$ cat src/rtl/etx_seq_pkg.sv
//######################################################################
// sequencer state and the structs passed between blocks
//######################################################################

package etx_seq_pkg;

   // power-up sequence, encoding kept from the old define list
   typedef enum logic [2:0]
   {
      RESET_ALL      = 3'b000,   // everything held, pll in reset
      START_CCLK     = 3'b001,   // pll running, wait for lock
      STOP_CCLK      = 3'b010,   // pll back in reset
      DEASSERT_RESET = 3'b011,   // chip reset released
      HOLD_IT        = 3'b100,   // pll running again, wait for lock
      ACTIVE         = 3'b101    // link enabled
   } reset_state_t;

   // pacing strobes from the heartbeat timer
   typedef struct packed
   {
      logic heartbeat;   // one cycle every 2**RCW
      logic div4_en;     // slow logic enable
   } pace_t;

   // filtered pll lock
   typedef struct packed
   {
      logic locked;      // level
      logic lock_lost;   // pulse on falling locked
   } lock_status_t;

   // sequencer outputs
   typedef struct packed
   {
      logic pll_reset;      // to external pll
      logic chip_resetb;    // chip reset, active low
      logic etx_reset;      // tx core logic reset
      logic etx_io_reset;   // tx io reset
      logic tx_active;      // link usable
   } reset_out_t;

endpackage : etx_seq_pkg

$ cat src/rtl/etx_cfg_pkg.sv
//######################################################################
// sequencer timing constants
//######################################################################

package etx_cfg_pkg;

   // heartbeat counter width, period is 2**RCW sys_clk cycles
   localparam int RCW            = 4;

   // high lock samples needed before lock is reported
   localparam int LOCK_FILTER    = 4;

   // period of the slow logic enable
   localparam int LCLK_DIV       = 4;

   // lock flag synchronizer depth
   localparam int SYNC_STAGES    = 2;

   // flops in each reset release pipe
   localparam int RELEASE_STAGES = 2;

   // derived widths
   localparam int LOCK_CNT_W     = $clog2(LOCK_FILTER);   // filter count 0..LOCK_FILTER-1
   localparam int LCLK_W         = $clog2(LCLK_DIV);      // low counter bits for div enable

endpackage : etx_cfg_pkg
$ cat src/rtl/etx_clocks.sv
`timescale 1ns/10ps

module etx_clocks
(
   input  logic sys_clk,        // always on
   input  logic tx_reset,       // async power-on reset, active high
   input  logic soft_reset,     // software hold
   input  logic pll_locked,     // external pll lock flag
   output logic pll_reset,      // to external pll
   output logic chip_resetb,    // chip reset, active low
   output logic etx_reset,      // tx core logic reset
   output logic etx_io_reset,   // tx io reset
   output logic tx_active,      // link usable
   output logic lclk_div4_en    // slow logic enable
);

   import etx_seq_pkg::*;

   pace_t        pace;
   lock_status_t lock;
   reset_out_t   rst_out;

   //######################################################################
   // pacing and lock
   //######################################################################

   etx_heartbeat_timer u_heartbeat_timer
   (
      .sys_clk    (sys_clk),
      .tx_reset   (tx_reset),
      .pace       (pace)
   );

   etx_lock_monitor u_lock_monitor
   (
      .sys_clk    (sys_clk),
      .tx_reset   (tx_reset),
      .pll_locked (pll_locked),
      .lock       (lock)
   );

   //######################################################################
   // sequencer
   //######################################################################

   etx_reset_sequencer u_reset_sequencer
   (
      .sys_clk    (sys_clk),
      .tx_reset   (tx_reset),
      .soft_reset (soft_reset),
      .pace       (pace),
      .lock       (lock),
      .rst_out    (rst_out)
   );

   // flatten the reset bundle onto the pins
   assign pll_reset    = rst_out.pll_reset;
   assign chip_resetb  = rst_out.chip_resetb;
   assign etx_reset    = rst_out.etx_reset;
   assign etx_io_reset = rst_out.etx_io_reset;
   assign tx_active    = rst_out.tx_active;
   assign lclk_div4_en = pace.div4_en;   // stands in for the slow clock

endmodule : etx_clocks

$ cat src/rtl/etx_reset_sequencer.sv
`timescale 1ns/10ps

module etx_reset_sequencer
(
   input  logic                      sys_clk,
   input  logic                      tx_reset,     // async, active high
   input  logic                      soft_reset,   // software hold
   input  etx_seq_pkg::pace_t        pace,
   input  etx_seq_pkg::lock_status_t lock,
   output etx_seq_pkg::reset_out_t   rst_out
);

   import etx_cfg_pkg::*;
   import etx_seq_pkg::*;

   reset_state_t              state;
   reset_state_t              state_nxt;
   logic                      chip_up;      // chip reset released
   logic                      is_active;
   logic                      rel_clr;      // async assert for both pipes
   logic [RELEASE_STAGES-1:0] io_rel_b;     // io release pipe, active low
   logic [RELEASE_STAGES-1:0] core_rel_b;   // core release pipe, active low

   //######################################################################
   // state machine
   //######################################################################

   // lock loss only matters once the chip is out of reset
   assign chip_up = (state == DEASSERT_RESET) ||
                    (state == HOLD_IT)        ||
                    (state == ACTIVE);

   always_comb
   begin
      state_nxt = state;
      if (lock.lock_lost && chip_up)
      begin
         state_nxt = RESET_ALL;   // no wait for the heartbeat
      end
      else if (pace.heartbeat)
      begin
         case (state)
            RESET_ALL:
            begin
               if (!soft_reset)
               begin
                  state_nxt = START_CCLK;
               end
            end
            START_CCLK:
            begin
               if (lock.locked)
               begin
                  state_nxt = STOP_CCLK;
               end
            end
            STOP_CCLK:      state_nxt = DEASSERT_RESET;
            DEASSERT_RESET: state_nxt = HOLD_IT;
            HOLD_IT:
            begin
               if (lock.locked)
               begin
                  state_nxt = ACTIVE;
               end
            end
            ACTIVE:
            begin
               if (soft_reset)
               begin
                  state_nxt = RESET_ALL;   // parked until soft_reset drops
               end
            end
            default:        state_nxt = RESET_ALL;   // unused codes recover
         endcase
      end
   end

   always_ff @(posedge sys_clk or posedge tx_reset)
   begin
      if (tx_reset)
      begin
         state <= RESET_ALL;
      end
      else
      begin
         state <= state_nxt;
      end
   end

   assign is_active = (state == ACTIVE);

   //######################################################################
   // release pipes, async assert and sync release
   //######################################################################

   // both pipes clear the moment the state leaves ACTIVE
   assign rel_clr = tx_reset || !is_active;

   // io pipe shifts every cycle
   always_ff @(posedge sys_clk or posedge rel_clr)
   begin
      if (rel_clr)
      begin
         io_rel_b <= '0;
      end
      else
      begin
         io_rel_b <= {io_rel_b[RELEASE_STAGES-2:0], 1'b1};
      end
   end

   // core pipe follows the slow logic enable
   always_ff @(posedge sys_clk or posedge rel_clr)
   begin
      if (rel_clr)
      begin
         core_rel_b <= '0;
      end
      else if (pace.div4_en)
      begin
         core_rel_b <= {core_rel_b[RELEASE_STAGES-2:0], 1'b1};
      end
   end

   //######################################################################
   // output decode
   //######################################################################

   always_comb
   begin
      rst_out.pll_reset    = (state == RESET_ALL)  ||
                             (state == STOP_CCLK)  ||
                             (state == DEASSERT_RESET);   // pll held
      rst_out.chip_resetb  = chip_up;
      rst_out.etx_reset    = !core_rel_b[RELEASE_STAGES-1];
      rst_out.etx_io_reset = !io_rel_b[RELEASE_STAGES-1];
      rst_out.tx_active    = is_active;
   end

endmodule : etx_reset_sequencer

$ cat src/rtl/etx_lock_monitor.sv
`timescale 1ns/10ps

module etx_lock_monitor
(
   input  logic                      sys_clk,
   input  logic                      tx_reset,     // async, active high
   input  logic                      pll_locked,   // async from the pll
   output etx_seq_pkg::lock_status_t lock
);

   import etx_cfg_pkg::*;
   import etx_seq_pkg::*;

   logic [SYNC_STAGES-1:0] lock_sync;   // synchronizer chain
   logic                   sync_lvl;    // synchronized lock flag
   logic [LOCK_CNT_W-1:0]  good_cnt;    // consecutive high samples
   logic                   lock_hit;    // filter satisfied this sample
   logic                   locked_q;
   logic                   lost_q;

   //######################################################################
   // synchronizer
   //######################################################################

   always_ff @(posedge sys_clk or posedge tx_reset)
   begin
      if (tx_reset)
      begin
         lock_sync <= '0;
      end
      else
      begin
         lock_sync <= {lock_sync[SYNC_STAGES-2:0], pll_locked};
      end
   end

   assign sync_lvl = lock_sync[SYNC_STAGES-1];

   //######################################################################
   // filter
   //######################################################################

   // last needed sample arrives with the counter saturated
   assign lock_hit = sync_lvl && (good_cnt == LOCK_CNT_W'(LOCK_FILTER - 1));

   always_ff @(posedge sys_clk or posedge tx_reset)
   begin
      if (tx_reset)
      begin
         good_cnt <= '0;
      end
      else if (!sync_lvl)
      begin
         good_cnt <= '0;              // any low sample restarts the count
      end
      else if (good_cnt != LOCK_CNT_W'(LOCK_FILTER - 1))
      begin
         good_cnt <= good_cnt + 1'b1;   // saturating
      end
   end

   // lock drops on the first low sample, no filtering on the way down
   always_ff @(posedge sys_clk or posedge tx_reset)
   begin
      if (tx_reset)
      begin
         locked_q <= 1'b0;
         lost_q   <= 1'b0;
      end
      else
      begin
         locked_q <= lock_hit;
         lost_q   <= locked_q && !lock_hit;   // falling edge of locked
      end
   end

   assign lock.locked    = locked_q;
   assign lock.lock_lost = lost_q;

endmodule : etx_lock_monitor

$ cat src/rtl/etx_heartbeat_timer.sv
`timescale 1ns/10ps

module etx_heartbeat_timer
(
   input  logic               sys_clk,
   input  logic               tx_reset,   // async, active high
   output etx_seq_pkg::pace_t pace
);

   import etx_cfg_pkg::*;
   import etx_seq_pkg::*;

   logic [RCW-1:0] rc_cnt;   // free running wrap counter
   logic           hb_q;
   logic           div_q;

   //######################################################################
   // wrap counter
   //######################################################################

   always_ff @(posedge sys_clk or posedge tx_reset)
   begin
      if (tx_reset)
      begin
         rc_cnt <= '0;
      end
      else
      begin
         rc_cnt <= rc_cnt + 1'b1;   // wraps at 2**RCW
      end
   end

   // strobes registered one cycle after the decode
   always_ff @(posedge sys_clk or posedge tx_reset)
   begin
      if (tx_reset)
      begin
         hb_q  <= 1'b0;
         div_q <= 1'b0;
      end
      else
      begin
         hb_q  <= &rc_cnt;                                          // all ones
         div_q <= (rc_cnt[LCLK_W-1:0] == LCLK_W'(LCLK_DIV - 1));   // low bits wrap
      end
   end

   // a heartbeat cycle is always a div4 cycle too
   assign pace.heartbeat = hb_q;
   assign pace.div4_en   = div_q;

endmodule : etx_heartbeat_timer

$ cat config.mk
export PLATFORM = sky130hd
export DESIGN_NAME = etx_clocks
export DESIGN_NICKNAME = d
export VERILOG_FILES = /design/src/rtl/etx_seq_pkg.sv /design/src/rtl/etx_cfg_pkg.sv /design/src/rtl/etx_clocks.sv /design/src/rtl/etx_reset_sequencer.sv /design/src/rtl/etx_lock_monitor.sv /design/src/rtl/etx_heartbeat_timer.sv
export SDC_FILE = /design/constraint.sdc
export NUM_CORES = 1
export LEC_CHECK = 0
export BUFFER_PORTS_ARGS = -buffer_cell sky130_fd_sc_hd__buf_2
export CAP_MARGIN = 20
export CORE_ASPECT_RATIO = 0.7
export CORE_UTILIZATION = 45
export CTS_BUF_LIST = sky130_fd_sc_hd__clkbuf_4 sky130_fd_sc_hd__clkbuf_8 sky130_fd_sc_hd__clkbuf_16
export DETAILED_ROUTE_END_ITERATION = 7
export HOLD_SLACK_MARGIN = 0.12
export PLACE_DENSITY = 0.71
export SLEW_MARGIN = 10
export SYNTH_ARGS = -nofsm -noshare
export SYNTH_HDL_FRONTEND = slang
export SYNTH_HIERARCHICAL = 1
export SYNTH_SLANG_ARGS = --single-unit
$ cat constraint.sdc
create_clock -name sys_clk -period 1.3 [get_ports sys_clk]
set_clock_uncertainty 0.05 [all_clocks]
set_input_delay 0.13 -clock sys_clk [delete_from_list [all_inputs] [get_ports sys_clk]]
set_output_delay 0.13 -clock sys_clk [all_outputs]
set_load 0.1 [all_outputs]
==> run summary, run 1 <==
### Run status
• result of the run: finished, violations left
• failing checks: setup timing

### Layout
• sequential standard cell area: 478 um^2
• filler cell count in the final layout: 125
• final layout net count: 101
• share of the core filled with cells in the final layout: 66.1%
• Area growth, synth to finish: 31.1%
• Layout Cell Area excl Fill: 0.00110 mm^2
• antenna fix cells: 0
• multi-input combinational cell area: 315 um^2
• share of cells above drive strength 1: 37.2%

### Synthesis
• mean instance size in the synthesized netlist: 11.2 um^2
• most numerous cell in the Yosys netlist: dfrtp_1
• fraction of registers with async set or reset after synthesis: 100%
• largest cells by area after synthesis: dfrtp_1 57%, buf_4 5.4%, inv_1 3.6%, ha_1 3.0%, nor2b_1 3.0%
• Yosys cell types: 30
• Synth Flop Type: dfrtp_1
• gate count of the mapped netlist: 75
• synthesized-area fraction occupied by and/or/nand/nor cells: 14.9%
• number of enable flip-flop cells after synthesis: 0
• synthesized flop and latch total: 19
• cell area after synthesis: 841 um^2
• dominant combinational cell family by area after synthesis: simple AND/OR/NAND/NOR gates
• yosys synthesis warning count: 6
• top cells by count, synth: 19 x dfrtp_1, 8 x inv_1, 6 x buf_4
• Yosys top cell by area: dfrtp_1
• sequential fraction of the synthesis area: 56.5%
• top-area cell type share of the netlist area: 56.5%
• mux share of post-synthesis cell area: 2.98%
• area share of fa/ha/maj cells after synthesis: 2.98%
• area share of xor/xnor cells in the synthesized design: 3.13%
• fraction of the mapped netlist area in compound gates: 8.78%
• synthesized net count: 81

### Critical path
• Worst Setup End Kind: output pin
• Largest stage delay, worst path: 0.47 ns
• Max stage delay cell, worst path: dfrtp_2
• Crit Path Category: reg2out
• crit-path cells: nor2b_4 -> and2_4 -> buf_12
• data required time at the worst endpoint: 1.12 ns
• critical path peak fanout: 4
• crit path launch type: register
• data arrival time of the critical path: 1.24 ns

### Clock tree
• Clock Pin Slew Worst Setup and Hold Paths: 0.12 ns
• H-tree levels: 1
• library cell used as clock root buffer: clkbuf_4
• TritonCTS Sinks: 19
• CTS tree: yes
• source-to-sink clock delay at the later pin of the worst-skew pair: 0.30 ns
• number of buffers added by the clock tree synthesis step: 3
• maximum count of clock buffers along a single path: 2

### Detailed routing
• via count of the routed design: 554
• drt drc: 0
• count of routing violations after the opening detailed-route iteration: 12
• total wire length: 1.32 mm
• routed via count divided by cell count: 4.82
• first-pass iteration count of the detailed router: 4
• WL/cell: 11.4 um
• DRT antenna net count: 0

### Power and ir drop
• worst-case vdd ir drop: 0.00181 V
• power per cell area: 2160 mW/mm^2
• Static Leakage: 0.000545 uW

### Flow run
• max capacitance violation total: 0

### Floorplan
• starting density of the core: 50.5%
• ports placed on the boundary: 10
• floorplan core area: 0.00167 mm^2
• number of placement rows: 12
• width of the die: 53.7 um
• Die Span Y: 38.2 um
• die area: 0.00205 mm^2

### STA
• Final Slew Violations: 0
• # setup viols final: 4
• RSZ-0062 raised after global routing: true
• final setup slack of the worst path: -0.123 ns
• clock period minus final worst setup slack: 1.42 ns
• Hold Fails Final Rpt: 0
• maximum achievable frequency: 0.703 GHz
• Tcrit/Tclk final: 109%

### Placed design
• area post-placement: 946 um^2
• weighted congestion reported at the end of routability-driven placement: 0.784
• number of buffers inserted by port buffering: 9
• HPWL after DPL: 876 um

### Global route
• combined global-route utilization of all metal layers: 15.2%
• first-pass GRT wire length: 2.04 mm
• via count of the first global-routing pass: 471
• residual overflow from global routing: 0
• initial antenna violation count: 0
• maximum number of pins on one net before global-route repair: 13

### Hold path
• path class of the lowest-slack min-delay path: in2async

==> power breakdown <==
group / total [uW] / internal, uW / leakage (uW) / switching [uW]
Combinational: 1340 / 631 / 0.000291 / 713
Clock: 312 / 117 / 0.0000139 / 195
Sequential: 725 / 660 / 0.000240 / 65.4
==> cells in the final DEF, fill, tap and decap left out <==
cell type       n
a21oi_1         3
a22o_1          1
a31oi_1         1
a32oi_1         1
and2_1          1
and2_2          1
and2_4          1
and3_1          1
and3_2          1
buf_12          4
buf_2           3
buf_4          10
buf_6           2
clkbuf_4        3
clkinvlp_4      1
conb_1          1
dfrtp_1        17
dfrtp_2         2
dlygate4sd3_1   3
ha_1            2
inv_1           8
mux2_4          1
mux2i_1         1
nand2_1         3
nand2b_1        1
nand3_2         1
nor2_1          3
nor2_4          1
nor2b_1         2
nor2b_2         1
nor2b_4         2
nor4b_1         1
o21ai_0         1
o21ai_1         3
o21bai_4        1
o31ai_1         1
or2_1           1
xnor2_1         2
xor2_1          1
==> worst paths after layout <==
path                                        startpoint                         endpoint  slack, ns  cells after the start
max                         u_reset_sequencer/state[1]                        tx_active      -0.12                      3
min                                           tx_reset       u_reset_sequencer/state[2]       0.21                      3
max reg2reg                 u_reset_sequencer/state[2]       u_reset_sequencer/state[0]      -0.05                      5
min reg2reg                 u_reset_sequencer/state[2]  u_reset_sequencer/core_rel_b[0]       0.27                      1
max in group asynchronous   u_reset_sequencer/state[1]    u_reset_sequencer/io_rel_b[1]       0.30                      5
min in group sys_clk       u_lock_monitor/lock_sync[0]      u_lock_monitor/lock_sync[1]       0.31                      0
==> layout make-up <==
class	instances	area share, %
repair buffers	22	20.2
clock inverters	1	0.681
clock buffers	3	2.04
well taps	21	2.38
flip-flops and latches	19	43.4
multi-input cells	41	28.6
inverters	8	2.72
==> cells by family (layout without fill, tap and decap cells) <==
group / after synthesis / count (layout)
buffers and inverters: 15 / 34
other: 1 / 1
muxes: 2 / 2
DFF: 19 / 19
adders and majority gates: 2 / 2
and+or+nand+nor: 21 / 21
AOI/OAI and AO/OA: 12 / 12
xor gates and xnor gates: 3 / 3
==> state kept, by name (all words and copies together), names as in the netlist <==
name,flops
u_lock_monitor/locked_q,1
u_lock_monitor/lock_sync,2
u_heartbeat_timer/hb_q,1
u_lock_monitor/good_cnt,2
u_heartbeat_timer/rc_cnt,4
u_reset_sequencer/io_rel_b,2
u_reset_sequencer/state,3
u_lock_monitor/lost_q,1
u_reset_sequencer/core_rel_b,2
u_heartbeat_timer/div_q,1
==> timing repair <==
item                                   CTS  global route
setup endpoints to repair                5             4
endpoints found under the hold margin   21             0
cloned                                   0             0
buffers inserted                         6             1
gates resized for setup                 13             0
hold buffers                             3             0
pin swaps                                3             3
==> metal layers <==
layer  part of all wire, %  vias up  GRT usage, %
li1                      -      275             -
met1                    48      267          18.6
met2                    47       10          23.1
met3                   4.0        2          7.14
met4                  0.61        0          5.92
met5                     0        -             0
==> per-stage QoR <==
step	setup WS [ns]	hold WS (ns)	cells	power, uW	setup TNS [ns]
finish	-0.123	0.211	115	2380	-0.382
detailed placement	0.0429	-0.0122	101	1780	0
floorplan	-0.0148	-0.161	75	1480	-0.0148
global route	-0.165	0.206	115	2490	-0.603
global placement	0.0652	-0.0180	101	1770	0
CTS	-0.124	0.199	114	2360	-0.406
==> worst max-delay path: cells and delay by family, from the launching register on <==
family / cells / cell delay, ns
buffers and inverters: 1 / 0.16
and+or+nand+nor: 2 / 0.32
DFF: 1 / 0.47
(Power assumes the default switching activity.)
==> run 2, diff against run 1 <==
--- a/config.mk
+++ b/config.mk
@@ -8,6 +8,7 @@
 export BUFFER_PORTS_ARGS = -buffer_cell sky130_fd_sc_hd__buf_2
 export CAP_MARGIN = 20
 export CORE_ASPECT_RATIO = 0.7
+export CORE_MARGIN = 8
 export CORE_UTILIZATION = 45
 export CTS_BUF_LIST = sky130_fd_sc_hd__clkbuf_4 sky130_fd_sc_hd__clkbuf_8 sky130_fd_sc_hd__clkbuf_16
 export DETAILED_ROUTE_END_ITERATION = 7
==> run 2 against run 1 <==
Compared with the run above: the run still ends with setup timing left; global-route usage shrank 6.5 points; first-iteration DRC count up 25%; final area increased by 0.79%; sequential power down 0.7%; total power shrank 2.3%; cell count did not move; critical endpoint unchanged.
==> run summary, run 2 (synthesis results as in run 1) <==
### Run status
• result of the run: finished, violations left
• failing checks: setup timing

### Clock tree
• Clock Pin Slew Worst Setup and Hold Paths: 0.10 ns, -0.02 ns
• TritonCTS Sinks: 19, unchanged
• source-to-sink clock delay at the later pin of the worst-skew pair: 0.29 ns, about the same
• number of buffers added by the clock tree synthesis step: 3, unchanged
• H-tree levels: 1, unchanged
• maximum count of clock buffers along a single path: 2, unchanged
• CTS tree: yes
• library cell used as clock root buffer: clkbuf_4

### STA
• maximum achievable frequency: 0.709 GHz, +0.91%
• RSZ-0062 raised after global routing: true
• clock period minus final worst setup slack: 1.41 ns, -0.0128 ns
• final setup slack of the worst path: -0.110 ns, +0.0128 ns
• Fin Setup TNS: -0.353 ns, +0.0293 ns
• # setup viols final: 4, unchanged
• Hold Fails Final Rpt: 0, unchanged
• Tcrit/Tclk final: 108%, -0.99 points
• Final Slew Violations: 0, unchanged

### Detailed routing
• drt drc: 0, unchanged
• via count of the routed design: 559, +0.90%
• WL/cell: 12.1 um, +5.7%
• total wire length: 1.39 mm, +5.7%
• count of routing violations after the opening detailed-route iteration: 15, +3
• DRT antenna net count: 0, unchanged
• routed via count divided by cell count: 4.86, +0.90%
• first-pass iteration count of the detailed router: 4, unchanged

### Critical path
• crit path launch type: register
• data required time at the worst endpoint: 1.12 ns, about the same
• data arrival time of the critical path: 1.23 ns, about the same
• critical path peak fanout: 5, +1
• crit-path cells: nor2b_4 -> and2_4 -> buf_12
• Max stage delay cell, worst path: dfrtp_2
• Crit Path Category: reg2out
• Worst Setup End Kind: output pin
• Largest stage delay, worst path: 0.46 ns, about the same

### Placed design
• HPWL after DPL: 1.04 mm, +18%
• worst setup timing slack at the placement stage: 0.0310 ns, -0.0119 ns
• weighted congestion reported at the end of routability-driven placement: 0.857, +9.3%
• number of buffers inserted by port buffering: 9, unchanged
• area post-placement: 977 um^2, +3.3%

### Power and ir drop
• worst-case vdd ir drop: 0.00197 V, +8.7%
• P_sw: 945 uW, -2.9%
• power per cell area: 2090 mW/mm^2, -3.0%
• Static Leakage: 0.000550 uW, +0.98%
• Switching Fraction: 40.6%, -0.27 points
• Clock power frac: 12.1%, -1.0 points
• Cell Int Power: 1380 uW, -1.8%
• share of total power in combinational logic: 57.0%, +0.5 points
• power share of the sequential group: 30.9%, +0.5 points

### Layout
• Top Registers: u_heartbeat_timer/rc_cnt (4), u_reset_sequencer/state (3)
• Layout Cell Area excl Fill: 0.00111 mm^2, +0.79%
• share of cells above drive strength 1: 37.6%, +0.40 points
• final layout net count: 100, -0.99%
• Area growth, synth to finish: 32.1%
• commonest non-fill, non-tap cell in the layout: dfrtp_1
• antenna fix cells: 0, unchanged
• share of the core filled with cells in the final layout: 61.5%, -4.6 points
• commonest cells after routing, fill and taps aside: 17 x dfrtp_1, 8 x inv_1, 8 x buf_4, 6 x buf_12
• Reg with most FFs: u_heartbeat_timer/rc_cnt
• flip-flop count of the largest register after layout: 4, unchanged

### Floorplan
• width of the die: 67.7 um, +26%
• ports placed on the boundary: 10, unchanged
• floorplan core area: 0.00181 mm^2, +8.3%
• number of placement rows: 13, +1
• Die Span Y: 52.2 um, +37%
• die area: 0.00353 mm^2, +72%
• starting density of the core: 46.6%, -3.9 points

### Global route
• initial antenna violation count: 0, unchanged
• residual overflow from global routing: 0, unchanged
• maximum number of pins on one net before global-route repair: 12, -1
• first-pass GRT wire length: 2.36 mm, +16%
• via count of the first global-routing pass: 571, +21%
• combined global-route utilization of all metal layers: 8.74%, -6.5 points

### Hold path
• path class of the lowest-slack min-delay path: in2reg

### Flow run
• max capacitance violation total: 0, unchanged

[run 2: cell types whose count changed in the layout (fill, tap and decap cells not counted), sizes merged]
cell and delta:
clkinv +1, clkinvlp -1, dlygate4sd3 -1
[run 2: timing repair]
action / CTS / global route
gates resized for setup: 9 / 1
pin swaps: 2 / 3
hold endpoints to repair: 20 / 0
setup endpoints to repair: 3 / 4
hold buffers: 2 / 0
setup buffers: 5 / 2
[run 2: routing by layer]
layer,share of wire (%),GRT usage [%],up-vias
met5,0,0,-
met4,0,2.08,0
met3,5.3,3.21,0
met2,52,15.9,10
met1,42,9.41,276
li1,-,-,273
[run 2: layout make-up]
cell class                      instances  area [um^2]
Sequential cell                        19          478
Fill cell                             158          694
Inverter                                8         30.0
Multi-Input combinational cell         41          310
Clock inverter                          1         5.00
Timing Repair Buffer                   21          238
Tap cell                               22         27.5
Clock buffer                            3         22.5
[run 2: per-stage QoR]
step,std cells,total power (uW),hold slack (ns)
after floorplan,75,1480,-0.161
after global placement,102,1780,-0.0142
after detailed placement,102,1800,-0.0102
after CTS,113,2290,0.149
after global routing,115,2440,0.202
final,115,2330,0.165
[run 2: path summary, 6_finish.rpt]
check	from	depth (start not counted)	end	slack, ns
worst max-delay path	u_reset_sequencer/state[1]	3	tx_active	-0.11
worst min-delay path	soft_reset	4	u_reset_sequencer/state[2]	0.16
worst max register to register	u_reset_sequencer/state[2]	5	u_reset_sequencer/state[0]	-0.03
worst min register to register	u_reset_sequencer/io_rel_b[0]	0	u_reset_sequencer/io_rel_b[1]	0.31
max in group asynchronous	u_reset_sequencer/state[1]	3	u_reset_sequencer/io_rel_b[1]	0.47
min in group asynchronous	tx_reset	3	u_reset_sequencer/state[2]	0.24
[run 2: power groups by stage]
stage / Combinational, uW / Sequential, uW / Clock, uW
4_1_cts: 1270 / 720 / 297
2_1_floorplan: 763 / 715 / 0
5_1_grt: 1390 / 726 / 321
3_5_place_dp: 1050 / 753 / 0
3_3_place_gp: 1030 / 748 / 0
6_report: 1330 / 720 / 281
[run 2: worst max-delay path: cells and delay by family, from the launching register on]
family,cells,cell delay [ns]
flip-flops,1,0.46
buffers and inverters,1,0.16
AND/OR/NAND/NOR,2,0.31
